### src/verilog/nes_bus_params.svh
//~~~~~~~~~~~~~~~~~~~~~~~~~~~~~~~~~~~~~~~~~~~~~~~~~~
// NES CPU bus constants
// Register addresses and memory sizes for the bus
//~~~~~~~~~~~~~~~~~~~~~~~~~~~~~~~~~~~~~~~~~~~~~~~~~~

`ifndef NES_BUS_PARAMS_SVH
`define NES_BUS_PARAMS_SVH

// PPU sprite registers
`define NES_ADDR_OAMADDR    16'h2003
`define NES_ADDR_OAMDATA    16'h2004

// Writing a page number here starts the sprite DMA
`define NES_ADDR_OAMDMA     16'h4014

// 2 KB work RAM, repeated four times up to $1FFF
`define NES_RAM_ADDR_BITS   11
`define NES_RAM_MIRROR_END  16'h1fff

`define NES_OAM_SIZE        256

`endif

### src/verilog/oam_memory.sv
//~~~~~~~~~~~~~~~~~~~~~~~~~~~~~~~~~~~~~~~~~~~~~~~~~~
// Sprite attribute memory
// OAMADDR register and auto-incrementing data port
//~~~~~~~~~~~~~~~~~~~~~~~~~~~~~~~~~~~~~~~~~~~~~~~~~~

`timescale 1ns/100ps

`include "nes_bus_params.svh"

module oam_memory (
    input  logic       i_clk,
    input  logic       i_reset_n,
    input  logic       i_addr_we,
    input  logic       i_data_we,
    input  logic       i_data_re,
    input  logic [7:0] i_wdata,
    output logic [7:0] o_rdata
);

    logic [7:0] r_oam [`NES_OAM_SIZE];
    logic [7:0] r_oam_addr;

    // 8-bit address wraps at 256 by itself
    always_ff @(posedge i_clk) begin
        if (!i_reset_n) begin
            r_oam_addr <= 8'h00;
        end else if (i_addr_we) begin
            r_oam_addr <= i_wdata;
        end else if (i_data_we || i_data_re) begin
            r_oam_addr <= r_oam_addr + 8'd1;
        end
    end

    always_ff @(posedge i_clk) begin
        if (i_data_we) begin
            r_oam[r_oam_addr] <= i_wdata;
        end
    end

    // Read returns the byte before the address steps
    assign o_rdata = r_oam[r_oam_addr];

    a_data_we_re_excl: assert property (
        @(posedge i_clk) disable iff (!i_reset_n)
        !(i_data_we && i_data_re)
    );

endmodule

### config.mk
export PLATFORM = sky130hd
export DESIGN_NAME = oam_memory
export DESIGN_NICKNAME = d
export VERILOG_FILES = /design/src/verilog/oam_memory.sv
export VERILOG_INCLUDE_DIRS = /design/src /design/src/verilog
export SDC_FILE = /design/constraint.sdc
export NUM_CORES = 2
export LEC_CHECK = 0
export ABC_CLOCK_PERIOD_IN_PS = 3200
export BUFFER_PORTS_ARGS = -buffer_cell sky130_fd_sc_hd__buf_2
export CAP_MARGIN = 20
export CELL_PAD_IN_SITES_DETAIL_PLACEMENT = 0
export CELL_PAD_IN_SITES_GLOBAL_PLACEMENT = 1
export CORE_UTILIZATION = 25
export DETAILED_ROUTE_END_ITERATION = 10
export GPL_TIMING_DRIVEN = 0
export PLACE_DENSITY = 0.53
export SKIP_CTS_REPAIR_TIMING = 1
export SLEW_MARGIN = 20
export SYNTH_ARGS = -nofsm -noshare
export SYNTH_HDL_FRONTEND = slang
export SYNTH_SLANG_ARGS = --single-unit
### constraint.sdc
create_clock -name i_clk -period 3.2 [get_ports i_clk]
set_input_delay 0.32 -clock i_clk [delete_from_list [all_inputs] [get_ports i_clk]]
set_output_delay 0.32 -clock i_clk [all_outputs]
set_load 0.03 [all_outputs]
==> results by group <==
Timing
  • Slew at the pin closest to its max-slew limit: 1.40 ns
  • Worst Clk Skew: 0.0457 ns
  • Tcrit/Tclk final: 145%
  • Hold Violations, Final: 0
  • Relative slew slack: 6.88%
  • Max-slew violation count: 0
  • Final setup viols: 528
  • Final setup margin: -1.44 ns
  • Fin crit period: 4.64 ns
  • Peak Freq: 0.216 GHz
  • Unrepaired setup endpoints after global routing: yes
  • Setup TNS Final: -40.23 ns

Floorplan
  • Row cnt: 208
  • Core Footprint: 321000 um2
  • Die area: 325000 um2
  • Die Width: 570 um
  • Number of primary I/O pins: 21
  • Starting Density: 25.1%
  • Die H: 570 um

Logic synthesis
  • Synth area leader: edfxtp_1
  • YS warnings: 0
  • Ys async rst share: 0%
  • Mapped cell area: 80600 um2
  • Netlist cell types: 66
  • Post-Synthesis Cells: 3786
  • Synth Area per Inst: 21.3 um2
  • Yosys top cell area share: 76.3%
  • Synth area leaders: edfxtp_1 76%, mux4_2 13%, mux2i_1 1.9%
  • Syn_nets: 3803
  • Sequential area share after synthesis: 76.7%
  • Top_reg_cell synth: edfxtp_1
  • Synth top cells by count: 2048 x edfxtp_1, 450 x mux4_2, 283 x nor2_1
  • Register bit total from synthesis: 2064
  • Count leader, synth: edfxtp_1
  • Number of flops mapped to enable cells by yosys: 2048

Final layout
  • Layout area overhead: 22.1%
  • Fillers: 30.8k
  • Layout cells sized above 1: 33.4%
  • Register area: 61800 um2
  • Nets: 4195
  • Multi-input gate area: 19000 um2
  • Non-Filler Instances: 8657

GRT
  • Vias in the first global route: 41.5k
  • Remaining global-route overflow: 0
  • First-pass GRT wire length: 380000 um
  • Total Routing Usage GR: 17.5%
  • Largest net degree at the start of global routing: 119
  • Initial antenna violation count: 19

Critical path
  • Crit-path max FO: 11
  • CP max stage delay: 0.50 ns
  • Slowest-stage cell, CP: dfxtp_4
  • FF-to-FF setup slack: -0.21 ns
  • Data arrival, critical path: 4.32 ns
  • Critical Path RT: 2.88 ns
  • Critical path's most frequent cell: buf_4
  • CP endpoint kind: output port
  • Cell chain of the critical path: buf_4 -> buf_8 -> buf_4 -> buf_16 -> mux2i_1 -> o221ai_1 -> and3_1 -> nor4_4 -> buf_6
  • Critical Path Source Type: flip-flop
  • CP Class: reg2out
  • Worst R2R Path Depth: 6

Power and ir drop
  • Worst vdd rail ir drop: 544 uV
  • Cell Pwr Density: 609 nW/um2
  • Total power: 59.9 mW
  • Leakage: 29.2 nW

CTS
  • Clk root buf: clkbuf_16
  • Clk sinks: 2064
  • Clock transition at path regs: 0.06 ns
  • Largest buffer count on any clock path: 3
  • TritonCTS clock tree: done
  • Clock Latency Late Sink: 0.92 ns
  • # H-tree levels: 4
  • Clock buffer count from CTS: 211

Route
  • Vias: 42.3k
  • Violation count after the first detailed-route iteration: 5516
  • Total Routed Length: 291000 um
  • Per-cell routed wire length: 33.6 um
  • Post-DRT Antenna Nets: 0
  • DR pass1 iterations: 5
  • Vias per Instance: 4.89
  • Post-route DRC: 0

Placed design
  • Detail Placement HPWL: 198000 um
  • Port Buffer Count: 20
  • Post-placement cell count: 8151
  • Placer Congestion: 0.903
  • Worst slack at placement: -2.66 ns

Min path
  • Hold Crit Depth: 5
  • Hold Path Class: in2reg

Run status
  • Status: complete, but fails checks
  • Failing checks: negative setup slack

Flow run
  • Maximum capacitance violations: 0
## area by class of cell
| type | count | area share, % |
|---|---|---|
| multi-input cells | 1486 | 19.3 |
| flip-flops and latches | 2064 | 62.9 |
| well taps | 4305 | 5.48 |
| diodes | 3 | 0.00763 |
| inverters | 8 | 0.0305 |
| clock inverters | 118 | 1.17 |
| clock buffers | 266 | 5.68 |
| repair buffers | 182 | 2.45 |
| plain buffers | 225 | 3.04 |
## state kept, by name, indices dropped and copies added (netlist names), named ones only
name        cells
r_oam_addr      8
r_oam        2048
## worst max-delay path, delay by kind of cell (launching register included)
family	cells	cell delay, ns
buf+inv	5	1.41
simple gates	2	0.82
flops	1	0.50
mux	1	0.42
compound gates	1	0.20
## per-layer routing
| layer | GRT usage (%) | routed length (um) |
|---|---|---|
| met1 | 22.8 | 119000 |
| met2 | 27.9 | 136000 |
| met3 | 4.71 | 24400 |
| met4 | 6.74 | 10900 |
| met5 | 0 | 103 |
## kinds of logic (layout without fill, tap and decap cells)
family	after synthesis	after routing	synth area share (%)
xor gates and xnor gates	7	7	0.0761
and+or+nand+nor	488	489	2.64
DFF	2064	2064	76.7
AOI/OAI and AO/OA	358	358	3.25
other	0	3	0
adders and majority gates	4	4	0.0621
buffers and inverters	237	799	2.15
muxes	628	628	15.1
## through the flow
step	util, %	hold slack (ns)	instance area, um2
6_report	30.7	0.0547	98400
3_5_place_dp	27.2	0.689	87200
3_3_place_gp	26.8	0.694	86100
5_1_grt	30.7	0.0904	98400
4_1_cts	29.3	-0.277	94000
2_1_floorplan	-	0.419	80600
## report_power, final
group | total, mW | switching (mW) | internal (mW) | leakage, nW
Combinational | 5.56 | 3.55 | 2.01 | 7.44
Sequential | 29.8 | 0.0378 | 29.8 | 18.5
Clock | 24.5 | 10.8 | 13.7 | 3.26
## final timing paths
kind	startpoint	end
hold / removal	i_data_re	flip-flop
hold reg to reg	r_oam_addr[5]	flip-flop
setup / recovery	flip-flop	o_rdata[6]
setup reg to reg	r_oam_addr[1]	r_oam[123][0]
## cells in the final DEF, fill, tap and decap left out, types with 11 or more instances in the layout
cell type      count
edfxtp_1        2048
mux4_2           451
clkbuf_16        217
mux2i_1          146
nor2_1           134
nor2_2           116
buf_4            111
clkbuf_1          79
buf_16            72
nand2_1           66
buf_12            60
a21oi_1           45
clkinv_1          45
clkinv_2          34
nor2_4            33
a22o_1            31
clkbuf_2          29
buf_6             29
buf_8             29
a22oi_1           28
o21ai_0           27
nand3_1           24
o221ai_2          24
o22ai_1           24
o221ai_1          19
buf_2             18
bufinv_16         17
a211oi_2          16
a221oi_1          15
clkbuf_4          14
mux4_1            14
and2_1            14
nor3_2            14
a211oi_4          12
nand3_2           12
dfxtp_1           12
nor2b_1           11
a221oi_2          11
dlygate4sd3_1     11
Note: power is estimated with default switching activity, not from simulation.
