--- src/verilog/nes_bus_params.svh ---
//~~~~~~~~~~~~~~~~~~~~~~~~~~~~~~~~~~~~~~~~~~~~~~~~~~
// NES CPU bus constants
// Register addresses and memory sizes for the bus
//~~~~~~~~~~~~~~~~~~~~~~~~~~~~~~~~~~~~~~~~~~~~~~~~~~

`ifndef NES_BUS_PARAMS_SVH
`define NES_BUS_PARAMS_SVH

// PPU sprite registers
`define NES_ADDR_OAMADDR    16'h2003
`define NES_ADDR_OAMDATA    16'h2004

// Writing a page number here starts the sprite DMA
`define NES_ADDR_OAMDMA     16'h4014

// 2 KB work RAM, repeated four times up to $1FFF
`define NES_RAM_ADDR_BITS   11
`define NES_RAM_MIRROR_END  16'h1fff

`define NES_OAM_SIZE        256

`endif

--- src/verilog/nes_bus_pkg.sv ---
//~~~~~~~~~~~~~~~~~~~~~~~~~~~~~~~~~~~~~~~~~~~~~~~~~~
// NES bus types
// Bus cycle struct, decoded target and DMA states
//~~~~~~~~~~~~~~~~~~~~~~~~~~~~~~~~~~~~~~~~~~~~~~~~~~

package nes_bus_pkg;

    // One cycle on the 6502 bus
    typedef struct packed {
        logic [15:0] addr;
        logic [7:0]  wdata;
        logic        rw;        // 1 = read
    } bus_req_t;

    // Target of a decoded cycle
    typedef enum logic [2:0] {
        SEL_RAM,
        SEL_OAMADDR,
        SEL_OAMDATA,
        SEL_DMA_REG,
        SEL_NONE
    } slave_sel_e;

    // Sprite DMA sequencer states
    typedef enum logic [1:0] {
        DMA_IDLE,
        DMA_START,
        DMA_READ,
        DMA_WRITE
    } dma_state_e;

endpackage

--- src/verilog/oam_dma.sv ---
//~~~~~~~~~~~~~~~~~~~~~~~~~~~~~~~~~~~~~~~~~~~~~~~~~~
// OAM DMA engine
// Copies one 256-byte page to $2004, read then write
//~~~~~~~~~~~~~~~~~~~~~~~~~~~~~~~~~~~~~~~~~~~~~~~~~~

`timescale 1ns/100ps

`include "nes_bus_params.svh"

module oam_dma import nes_bus_pkg::*; (
    input  logic       i_clk,
    input  logic       i_reset_n,
    input  logic       i_clk_en,
    input  logic       i_start,
    input  logic [7:0] i_page,
    input  logic [7:0] i_rdata,
    output bus_req_t   o_req,
    output logic       o_active
);

    dma_state_e  r_state;
    logic [15:0] r_src_addr;
    logic [7:0]  r_count;
    logic [7:0]  r_data;

    always_ff @(posedge i_clk) begin
        if (!i_reset_n) begin
            r_state <= DMA_IDLE;
        end else if (i_clk_en) begin
            case (r_state)
                DMA_IDLE: begin
                    if (i_start) begin
                        r_state <= DMA_START;
                    end
                end
                DMA_START: begin
                    r_state <= DMA_READ;
                end
                DMA_READ: begin
                    r_state <= DMA_WRITE;
                end
                DMA_WRITE: begin
                    // Last byte done when the counter has run down
                    if (r_count == 8'd0) begin
                        r_state <= DMA_IDLE;
                    end else begin
                        r_state <= DMA_READ;
                    end
                end
                default: begin
                    r_state <= DMA_IDLE;
                end
            endcase
        end
    end

    // Source address, byte counter and the byte in flight
    always_ff @(posedge i_clk) begin
        if (i_clk_en) begin
            case (r_state)
                DMA_IDLE: begin
                    if (i_start) begin
                        r_src_addr <= {i_page, 8'h00};
                    end
                end
                DMA_START: begin
                    r_count <= 8'hff;
                end
                DMA_READ: begin
                    r_data <= i_rdata;
                end
                DMA_WRITE: begin
                    r_count    <= r_count - 8'd1;
                    r_src_addr <= r_src_addr + 16'd1;
                end
                default: begin
                end
            endcase
        end
    end

    always_comb begin
        o_req.addr  = 16'h0000;
        o_req.wdata = 8'h00;
        o_req.rw    = 1'b1;
        case (r_state)
            DMA_READ: begin
                o_req.addr = r_src_addr;
            end
            DMA_WRITE: begin
                o_req.addr  = `NES_ADDR_OAMDATA;
                o_req.wdata = r_data;
                o_req.rw    = 1'b0;
            end
            // Idle and the dummy start cycle read $0000
            default: begin
            end
        endcase
    end

    assign o_active = (r_state != DMA_IDLE);

    // A new trigger cannot come from the CPU while it is frozen
    a_no_start_when_active: assert property (
        @(posedge i_clk) disable iff (!i_reset_n)
        i_clk_en && o_active |-> !i_start
    );

endmodule

--- config.mk ---
export PLATFORM = sky130hd
export DESIGN_NAME = oam_dma
export DESIGN_NICKNAME = d
export VERILOG_FILES = /design/src/verilog/nes_bus_pkg.sv /design/src/verilog/oam_dma.sv
export VERILOG_INCLUDE_DIRS = /design/src /design/src/verilog
export SDC_FILE = /design/constraint.sdc
export NUM_CORES = 1
export LEC_CHECK = 0
export ABC_CLOCK_PERIOD_IN_PS = 2150
export BUFFER_PORTS_ARGS = -buffer_cell sky130_fd_sc_hd__buf_2
export CORE_AREA = 5 5 65 67
export DETAILED_ROUTE_END_ITERATION = 6
export DIE_AREA = 0 0 70 72
export PLACE_DENSITY = 0.77
export SYNTH_ARGS = -nofsm -noshare
export SYNTH_HDL_FRONTEND = slang
export SYNTH_SLANG_ARGS = --single-unit
--- constraint.sdc ---
create_clock -name i_clk -period 2.15 [get_ports i_clk]
set_clock_uncertainty 0.05 [all_clocks]
set_input_delay 0.43 -clock i_clk [delete_from_list [all_inputs] [get_ports i_clk]]
set_output_delay 0.43 -clock i_clk [all_outputs]
set_load 0.02 [all_outputs]
==> out/qor.txt <==
GPL Wtd Cong -> 0.840
dpl ws -> 394 ps
LEAKAGE -> 0.902 nW
Buf+Inv Stages, Crit Path -> 2
CP Launch Type -> register
# Max-Cap Violations -> 0
layout cells sized above 1 -> 0.287
drt wl/cell -> 14.5 um
Root Driver -> clkbuf_4
DRC viols -> 0
latest clock arrival within the worst-skew pair -> 350 ps
dpl cells -> 263
sequential share of power -> 0.574
CTS Buf Count -> 5
max-slew violations -> 0
Post-Route WL -> 3940 um
total power -> 1.34 mW
CTS tree -> built
cell count after synthesis -> 173
Global Route Usage Sum -> 0.158
clock share of power -> 0.349
Non-Filler Instances -> 271
via-per-instance ratio -> 5.20
Final Hold Viols -> 0
relative slew slack -> 0.620
CTS clk-pin slew, worst paths -> 110 ps
setup ws final -> 149 ps
H-tree depth -> 2
Synth area leaders -> edfxtp_1, and2_1, xnor2_1, and3_1, nor2_1
initial drt markers -> 100
Max Freq -> 500 MHz
class of the worst hold path -> input pin to register
Slew @ Worst Pin -> 565 ps
switch share -> 0.232
cell with the largest stage delay on the worst path -> dfxtp_2
Die Span Y -> 72 um
# IOs -> 46
global-route wire length before repair -> 6210 um
Switch Pwr -> 0.311 mW
DRT Pass-1 Iters -> 6
starting density of the core -> 0.514
clk sinks -> 34
Finish-stage setup viols -> 0
core area -> 3580 um^2
post-route ant nets -> 0
CP Data Required Time -> 1670 ps
Internal Dissipation -> 1.03 mW
register bit count reported by yosys -> 34
Pwr per Cell Area -> 611 nW/um^2
Fin Setup TNS -> 0 ps
register area share after synthesis -> 0.544
Final Cycle Share -> 0.931
vias post-DR -> 1,408
fin crit period -> 2000 ps
RSZ-0062 raised after global routing -> false
fill count -> 310
CP max stage delay -> 500 ps
worst path arrival time -> 1520 ps
critical path cell sequence -> nor2b_1, buf_4, and2_1, buf_2
Setup Crit Path Kind -> register to output port
antenna violations before repair -> 0
Hold-fix buffers, CTS -> 0
Warnings, synthesis -> 0
PortBufs -> 45
most frequent cells in the layout -> buf_2, edfxtp_1, and2_1
status -> finished clean
crit-path max FO -> 17
Post-CTS Setup Repair Bufs -> 0
clock buffer depth -> 2
CP Capture Type -> output port
pin count of the biggest net entering global routing -> 18
P&R area growth vs syn -> 19.3%
antenna cell count -> 0
number of global-route vias before repair -> 1,319
commonest non-fill, non-tap cell in the layout -> buf_2
hold slack -> 198 ps
Unique masters post-synth -> 34
Syn Area/Cell -> 10.6 um^2
combinational share of power -> 0.077
Synth top area share -> 0.522
gr ovfl total -> 0
synthesized cell area -> 1840 um^2
Crit path max-delay family -> flip-flops
area leader, netlist -> edfxtp_1
Syn Nets -> 196
final net count -> 245
Core Rows -> 22
DIE AREA -> 5040 um^2
Peak VDD IR -> 0.390 mV
post-detail-place hpwl -> 2840 um
Die Width -> 70 um
==> power by group through the flow <==
stage	Clock [mW]	Combinational [mW]	Sequential [mW]
final	0.468	0.103	0.770
after global routing	0.505	0.114	0.773
after CTS	0.476	0.104	0.769
after detailed placement	0	0.103	0.784
after global placement	0	0.101	0.782
after floorplan	0	0.0658	0.773
==> worst reg2reg max path: stages, from the launching register on <==
cell and delay, ps:
edfxtp_1 460, and4_1 370, nand3_1 130, or3_2 430
a31oi_1 190
==> final cells by class <==
type                       count  area (um^2)  share of cell area
tap                           48         60.1              0.0274
timing repair buffer          50          263               0.120
clock buffer                   5         37.5              0.0171
sequential                    34         1000               0.457
clock inverter                 3         40.0              0.0182
inverter                       5         18.8             0.00855
multi-input combinational    126          772               0.352
==> sequential cells by signal (all words and copies together), names as in the netlist <==
signal / count
r_src_addr: 16
r_state: 2
r_data: 8
r_count: 8
==> final timing paths <==
| check | startpoint | endpoint | slack [ps] | cells after the start |
|---|---|---|---|---|
| max | r_state[1] | o_req[10] | 150 | 4 |
| min | i_rdata[7] | r_data[7] | 200 | 1 |
| max reg2reg | r_src_addr[3] | r_src_addr[13] | 370 | 4 |
| min reg2reg | r_count[0] | r_count[0] | 550 | 1 |
==> what timing repair did <==
action / 4_1_cts / 5_1_grt
gates resized for setup: 1 / 1
gates cloned: 0 / 0
setup endpoints to repair: 1 / 13
==> routing by layer <==
| metal | track usage | share of wire | vias up | routed length, um |
|---|---|---|---|---|
| met3 | 0.0499 | 0.063 | 3 | 250 |
| met4 | 0.0468 | 0.0086 | 0 | 34 |
| met5 | 0 | 0 | - | 0 |
| li1 | - | - | 720 | - |
| met2 | 0.273 | 0.49 | 43 | 1950 |
| met1 | 0.191 | 0.43 | 642 | 1710 |
==> cell usage after synthesis, drive strengths merged <==
| master | instances |
|---|---|
| edfxtp | 32 |
| and2 | 19 |
| nor2 | 14 |
| nand2 | 13 |
| and3 | 11 |
| o21ai | 10 |
| nand3 | 8 |
| xnor2 | 8 |
| nand4 | 7 |
| xor2 | 6 |
| clkbuf | 5 |
| inv | 4 |
| a21oi | 3 |
| a31oi | 3 |
| buf | 3 |
| ha | 3 |
| nor3 | 3 |
| nor4 | 3 |
| and4 | 2 |
| dfxtp | 2 |
| nand2b | 2 |
| nor2b | 2 |
| o21a | 2 |
| or3 | 2 |
| clkinv | 1 |
| mux2i | 1 |
| nor3b | 1 |
| o211a | 1 |
| o31ai | 1 |
| or4 | 1 |
==> kinds of logic (layout without fill, tap and decap cells) <==
| logic type | count (synthesis) | count (layout) | share of synthesized area |
|---|---|---|---|
| flip-flops | 34 | 34 | 0.544 |
| XOR/XNOR | 14 | 14 | 0.0667 |
| AO/OA/AOI/OAI | 20 | 20 | 0.0633 |
| multiplexers | 1 | 1 | 0.00544 |
| AND/OR/NAND/NOR | 88 | 88 | 0.264 |
| buffers and inverters | 13 | 63 | 0.0360 |
| adder cells (fa/ha/maj) | 3 | 3 | 0.0204 |
==> per-stage QoR <==
step / util / area, um^2
after floorplan: - / 1840
after global routing: 0.613 / 2190
after detailed placement: 0.591 / 2110
after CTS: 0.613 / 2190
final: 0.613 / 2190
after global placement: 0.591 / 2110
Note: power is estimated with default switching activity, not from simulation.
