<file path="src/verilog/nes_bus_params.svh">
//~~~~~~~~~~~~~~~~~~~~~~~~~~~~~~~~~~~~~~~~~~~~~~~~~~
// NES CPU bus constants
// Register addresses and memory sizes for the bus
//~~~~~~~~~~~~~~~~~~~~~~~~~~~~~~~~~~~~~~~~~~~~~~~~~~

`ifndef NES_BUS_PARAMS_SVH
`define NES_BUS_PARAMS_SVH

// PPU sprite registers
`define NES_ADDR_OAMADDR    16'h2003
`define NES_ADDR_OAMDATA    16'h2004

// Writing a page number here starts the sprite DMA
`define NES_ADDR_OAMDMA     16'h4014

// 2 KB work RAM, repeated four times up to $1FFF
`define NES_RAM_ADDR_BITS   11
`define NES_RAM_MIRROR_END  16'h1fff

`define NES_OAM_SIZE        256

`endif

</file>
<file path="src/verilog/nes_bus_pkg.sv">
//~~~~~~~~~~~~~~~~~~~~~~~~~~~~~~~~~~~~~~~~~~~~~~~~~~
// NES bus types
// Bus cycle struct, decoded target and DMA states
//~~~~~~~~~~~~~~~~~~~~~~~~~~~~~~~~~~~~~~~~~~~~~~~~~~

package nes_bus_pkg;

    // One cycle on the 6502 bus
    typedef struct packed {
        logic [15:0] addr;
        logic [7:0]  wdata;
        logic        rw;        // 1 = read
    } bus_req_t;

    // Target of a decoded cycle
    typedef enum logic [2:0] {
        SEL_RAM,
        SEL_OAMADDR,
        SEL_OAMDATA,
        SEL_DMA_REG,
        SEL_NONE
    } slave_sel_e;

    // Sprite DMA sequencer states
    typedef enum logic [1:0] {
        DMA_IDLE,
        DMA_START,
        DMA_READ,
        DMA_WRITE
    } dma_state_e;

endpackage

</file>
<file path="src/verilog/bus_controller.sv">
//~~~~~~~~~~~~~~~~~~~~~~~~~~~~~~~~~~~~~~~~~~~~~~~~~~
// CPU bus controller
// Master mux, address decode, read return, open bus
//~~~~~~~~~~~~~~~~~~~~~~~~~~~~~~~~~~~~~~~~~~~~~~~~~~

`timescale 1ns/100ps

`include "nes_bus_params.svh"

module bus_controller import nes_bus_pkg::*; (
    input  logic                          i_clk,
    input  logic                          i_reset_n,
    input  logic                          i_clk_en,
    input  bus_req_t                      i_cpu_req,
    input  bus_req_t                      i_dma_req,
    input  logic                          i_dma_active,
    input  logic [7:0]                    i_ram_rdata,
    input  logic [7:0]                    i_oam_rdata,
    output logic                          o_ram_we,
    output logic [`NES_RAM_ADDR_BITS-1:0] o_ram_index,
    output logic                          o_oam_addr_we,
    output logic                          o_oam_data_we,
    output logic                          o_oam_data_re,
    output logic [7:0]                    o_wdata,
    output logic                          o_dma_start,
    output logic [7:0]                    o_dma_page,
    output logic [7:0]                    o_cpu_rdata,
    output logic                          o_cpu_clk_en
);

    bus_req_t   w_req;
    slave_sel_e w_sel;
    logic       w_cycle_en;
    logic       w_wr;
    logic [7:0] r_open_bus;
    logic       r_cpu_ready;

    // CPU stays frozen until the first edge out of reset
    always_ff @(posedge i_clk) begin
        if (!i_reset_n) begin
            r_cpu_ready <= 1'b0;
        end else begin
            r_cpu_ready <= 1'b1;
        end
    end

    assign o_cpu_clk_en = i_clk_en & r_cpu_ready & ~i_dma_active;

    // DMA owns the bus while it runs
    assign w_req      = i_dma_active ? i_dma_req : i_cpu_req;
    assign w_cycle_en = i_clk_en & (i_dma_active | r_cpu_ready);
    assign w_wr       = ~w_req.rw;

    always_comb begin
        if (w_req.addr <= `NES_RAM_MIRROR_END) begin
            w_sel = SEL_RAM;
        end else if (w_req.addr == `NES_ADDR_OAMADDR) begin
            w_sel = SEL_OAMADDR;
        end else if (w_req.addr == `NES_ADDR_OAMDATA) begin
            w_sel = SEL_OAMDATA;
        end else if (w_req.addr == `NES_ADDR_OAMDMA) begin
            w_sel = SEL_DMA_REG;
        end else begin
            w_sel = SEL_NONE;
        end
    end

    // Low 11 bits fold the four RAM mirrors together
    assign o_ram_index   = w_req.addr[`NES_RAM_ADDR_BITS-1:0];
    assign o_wdata       = w_req.wdata;
    assign o_ram_we      = w_cycle_en & w_wr & (w_sel == SEL_RAM);
    assign o_oam_addr_we = w_cycle_en & w_wr & (w_sel == SEL_OAMADDR);
    assign o_oam_data_we = w_cycle_en & w_wr & (w_sel == SEL_OAMDATA);
    assign o_oam_data_re = w_cycle_en & w_req.rw & (w_sel == SEL_OAMDATA);
    assign o_dma_start   = w_cycle_en & w_wr & (w_sel == SEL_DMA_REG);
    assign o_dma_page    = w_req.wdata;

    // Write-only and unmapped registers read back the open bus
    always_comb begin
        case (w_sel)
            SEL_RAM:     o_cpu_rdata = i_ram_rdata;
            SEL_OAMDATA: o_cpu_rdata = i_oam_rdata;
            default:     o_cpu_rdata = r_open_bus;
        endcase
    end

    // Data bus capacitance holds whatever was last driven
    always_ff @(posedge i_clk) begin
        if (!i_reset_n) begin
            r_open_bus <= 8'h00;
        end else if (w_cycle_en) begin
            r_open_bus <= w_req.rw ? o_cpu_rdata : w_req.wdata;
        end
    end

    // DMA cycles never address $4014 for a write, so no retrigger
    a_no_start_during_dma: assert property (
        @(posedge i_clk) disable iff (!i_reset_n)
        i_dma_active |-> !o_dma_start
    );

endmodule

</file>
<file path="config.mk">
export PLATFORM = sky130hd
export DESIGN_NAME = bus_controller
export DESIGN_NICKNAME = d
export VERILOG_FILES = /design/src/verilog/nes_bus_pkg.sv /design/src/verilog/bus_controller.sv
export VERILOG_INCLUDE_DIRS = /design/src /design/src/verilog
export SDC_FILE = /design/constraint.sdc
export NUM_CORES = 1
export LEC_CHECK = 0
export ABC_AREA = 0
export BUFFER_PORTS_ARGS = -buffer_cell sky130_fd_sc_hd__buf_4
export CORE_MARGIN = 8
export CORE_UTILIZATION = 39
export DETAILED_ROUTE_END_ITERATION = 10
export MAX_ROUTING_LAYER = met4
export PLACE_DENSITY_LB_ADDON = 0.25
export SYNTH_ARGS = -nofsm -noshare
export SYNTH_HDL_FRONTEND = slang
export SYNTH_SLANG_ARGS = --single-unit
</file>
<file path="constraint.sdc">
create_clock -name i_clk -period 6.7 [get_ports i_clk]
set_clock_uncertainty 0.2 [all_clocks]
set_input_delay 1.005 -clock i_clk [delete_from_list [all_inputs] [get_ports i_clk]]
set_output_delay 1.005 -clock i_clk [all_outputs]
set_load 0.02 [all_outputs]
</file>
==> impl_summary.log <==
INFO  metric number_of_flops_mapped_to_enable_cells_by_yosys = 0
INFO  metric max_slew.worst_pin.slew = about 1.1 ns
INFO  metric grt_first_pass_wirelength = 7155 um
INFO  metric post_cts.resized_instances = 0
INFO  metric diodes = 0
INFO  metric cts.root.buffer_cell = sky130_fd_sc_hd__clkbuf_4
INFO  metric most_used_cell_cp = sky130_fd_sc_hd__buf_4
INFO  metric max_cap_violations = 0
INFO  metric areaGrowthSynthToFinish = 68.60%
INFO  metric grt_start_max_net_pins = 34
INFO  metric synthTopCellsByArea = sky130_fd_sc_hd__mux2_2 18%, sky130_fd_sc_hd__dfxtp_1 16%, sky130_fd_sc_hd__mux2i_1 7.9%
INFO  metric synth_sequential_area_ratio = between 10% and 20%
INFO  metric layout.nets = 318
INFO  metric final_min_period_over_clock_period = 67.20%
INFO  metric netlist_instances = 150
INFO  metric rsz0062_at_grt = false
INFO  metric clock_sink_count = 9
INFO  metric die_height = between 70 and 80 um
INFO  metric final_max_slew_viol_count = 0
INFO  metric timing.critical_path.required = 5.49 ns
INFO  metric layout-drive-gt1-share = a little over half
INFO  metric post_drt_wl_per_cell = about 16 um
INFO  metric first_global_vias = approximately 1.5k
INFO  metric hold_violations = 0
INFO  metric commonest_cells_after_routing_fill_and_taps_aside = 111 x sky130_fd_sc_hd__buf_4, 18 x sky130_fd_sc_hd__mux2_2, 16 x sky130_fd_sc_hd__a21oi_1
INFO  metric synth_top_cell_area_share = 17.72%
INFO  metric synth-async-reset-ratio = 0%
INFO  metric pwr-share-comb = 56.7%
INFO  metric antenna_violating_nets_post_route = 0
INFO  metric power_frac_seq = 25.1%
INFO  metric setup_total_negative_slack = 0 ns
INFO  metric timing_worst_setup_path_type = input pin to primary output
INFO  metric layout_commonest_cell = sky130_fd_sc_hd__buf_4
INFO  metric fin_crit = 4.503 ns
INFO  metric synth_area_leader_cell = sky130_fd_sc_hd__mux2_2
INFO  metric die_w = 70.15 um
INFO  metric yosys_register_bits = 9
INFO  metric global_route.usage.total = 17.73%
INFO  metric place.gp.congestion = approximately 0.83
INFO  metric synth_top_flop_cell = sky130_fd_sc_hd__dfxtp_1
INFO  metric endpoint_kind = primary output
INFO  metric ctsHoldBuffers = 0
INFO  metric hold_path_class = register to register
INFO  metric first_iter_violations = 80
INFO  metric cp_data_arrival_time = between 3 and 4 ns
INFO  metric dp_hpwl = 3755 um
INFO  metric io_pins = 111
INFO  metric coreArea = ~0.0028 mm^2
INFO  metric starting_utilization_of_the_core_area = 41.12%
INFO  metric dr.pass1.iters = 4
INFO  metric max-vdd-ir-drop = 0.1317 mV
INFO  metric run_status = finished, final reports clean
INFO  metric ctsLongestPathBuffers = 2
INFO  metric p_int = 0.0001486 W
INFO  metric synth.cell_area = around 0.0011 mm^2
INFO  metric postSynthAreaPerCell = roughly 7.6 um^2
INFO  metric drt_drc_violations_left = 0
INFO  metric p_switching = 0.00008557 W
INFO  metric clock_latency = 0.26 ns
INFO  metric leakage = 0.8875 nW
INFO  metric buffer_ports.inserted = 110
INFO  metric numCtsBuffers = 3
INFO  metric total_power = 0.0002342 W
INFO  metric slew-limit-headroom = 28.87%
INFO  metric timing.critical_path.cells = buf_4 > mux2_2 > or4b_1 > nor4_2 > buf_4 > mux2i_1 > a21oi_1 > buf_4
INFO  metric postSynthNetCount = 220
INFO  metric yosys.cell_types.count = 36
INFO  metric switching_share = ~37%
INFO  metric initial_antenna_violation_count = 0
INFO  metric cp-start-kind = input pin
INFO  metric fmax = ~220 MHz
INFO  metric synth_warnings = 0
INFO  metric clock_power_share = 18.2%
INFO  metric timing.critical_path.slowest_cell_delay = 0.58 ns
INFO  metric final_setup_viols = 0
INFO  metric path_max_fanout = 31
INFO  metric cts.reportedPaths.clkPinSlew = 0.06 ns
INFO  metric globalRoute.totalOverflow = 0
INFO  metric postCtsSetupRepairBufs = 0
INFO  metric cts_tree = built
INFO  metric drt_wl_total = 4509 um
INFO  metric route.vias.total = 1,457
INFO  metric routed_via_density = 5.241
INFO  metric htree_levels = 1
INFO  metric worst_path_cell_with_the_longest_stage_delay = sky130_fd_sc_hd__or4b_1
INFO  metric power_per_standard_cell_area = 121.4 mW/mm^2
INFO  metric die-area = 0.004921 mm^2
INFO  metric num_rows = 19
cell type report:
type                    instances  area, um^2
fillers                       255       853.3
multi-input cells             121       842.1
repair buffers                111       833.3
flip-flops and latches          9       180.2
well taps                      31       38.79
clock buffers                   4       26.28
inverters                       2       7.507
power by group through the flow:
| stage | clock, W | combinational (W) | sequential (W) |
|---|---|---|---|
| 5_1_grt | 0.0000486 | 0.000143 | 0.0000593 |
| 4_1_cts | 0.0000443 | 0.000134 | 0.0000588 |
| 6_report | 0.0000426 | 0.000133 | 0.0000588 |
| 2_1_floorplan | 0 | 0.0000718 | 0.0000595 |
| 3_5_place_dp | 0 | 0.000133 | 0.0000600 |
| 3_3_place_gp | 0 | 0.000131 | 0.0000599 |
state kept, by name, indices dropped and copies added (netlist names):
| signal | cells |
|---|---|
| r_cpu_ready | 1 |
| r_open_bus | 8 |
final timing paths:
path,start,end,slack (ns),depth (start not counted)
max,i_dma_active,o_cpu_rdata[1],2.20,8
min,r_open_bus[0],r_open_bus[0],0.37,3
max reg2reg,r_cpu_ready,r_open_bus[7],4.46,5
min reg2reg,r_open_bus[0],r_open_bus[0],0.37,3
layer usage:
| metal | global-route usage, % | vias up | wire, um |
|---|---|---|---|
| met4 | 2.902 | 0 | 21 |
| li1 | - | 732 | - |
| met3 | 4.520 | 2 | 211 |
| met5 | - | - | 0 |
| met2 | 31.37 | 59 | 2421 |
| met1 | 19.81 | 664 | 1853 |
logic make-up (layout without fill, tap and decap cells):
group / Yosys count / count (layout) / synth area share (%)
flip-flops: 9 / 9 / 15.75
multiplexers: 29 / 29 / 27.90
AND/OR/NAND/NOR: 49 / 49 / 23.41
AO/OA/AOI/OAI: 43 / 43 / 22.32
buffers and inverters: 20 / 117 / 10.61
worst max-delay path, delay by kind of cell:
kind	cells	cell delay, ns
and+or+nand+nor	2	0.73
AOI/OAI and AO/OA	1	0.11
muxes	2	0.67
buffers and inverters	3	0.77
metrics by stage:
step,setup WS (ns),cells,utilization (%),instance area [um^2],hold WS [ns]
after global routing,1.999,278,69.32,1928,0.4078
final,2.198,278,69.32,1928,0.3729
after global placement,2.275,274,68.38,1902,0.3408
after CTS,2.215,278,69.32,1928,0.3720
after detailed placement,2.211,274,68.38,1902,0.3559
after floorplan,2.560,150,-,1144,0.3259
synth_stat cells, types with 3 or more instances:
cell type / number
sky130_fd_sc_hd__mux2_2: 18
sky130_fd_sc_hd__buf_4: 8
sky130_fd_sc_hd__a21oi_1: 16
sky130_fd_sc_hd__o21ai_0: 9
sky130_fd_sc_hd__nor2b_1: 3
sky130_fd_sc_hd__o21a_1: 6
sky130_fd_sc_hd__mux2i_1: 9
sky130_fd_sc_hd__nor2_1: 12
sky130_fd_sc_hd__dfxtp_1: 9
sky130_fd_sc_hd__nand2b_1: 8
sky130_fd_sc_hd__clkbuf_1: 5
sky130_fd_sc_hd__o21ai_1: 6
sky130_fd_sc_hd__nand2_1: 11
No activity file was read; power rests on OpenSTA's default activity.
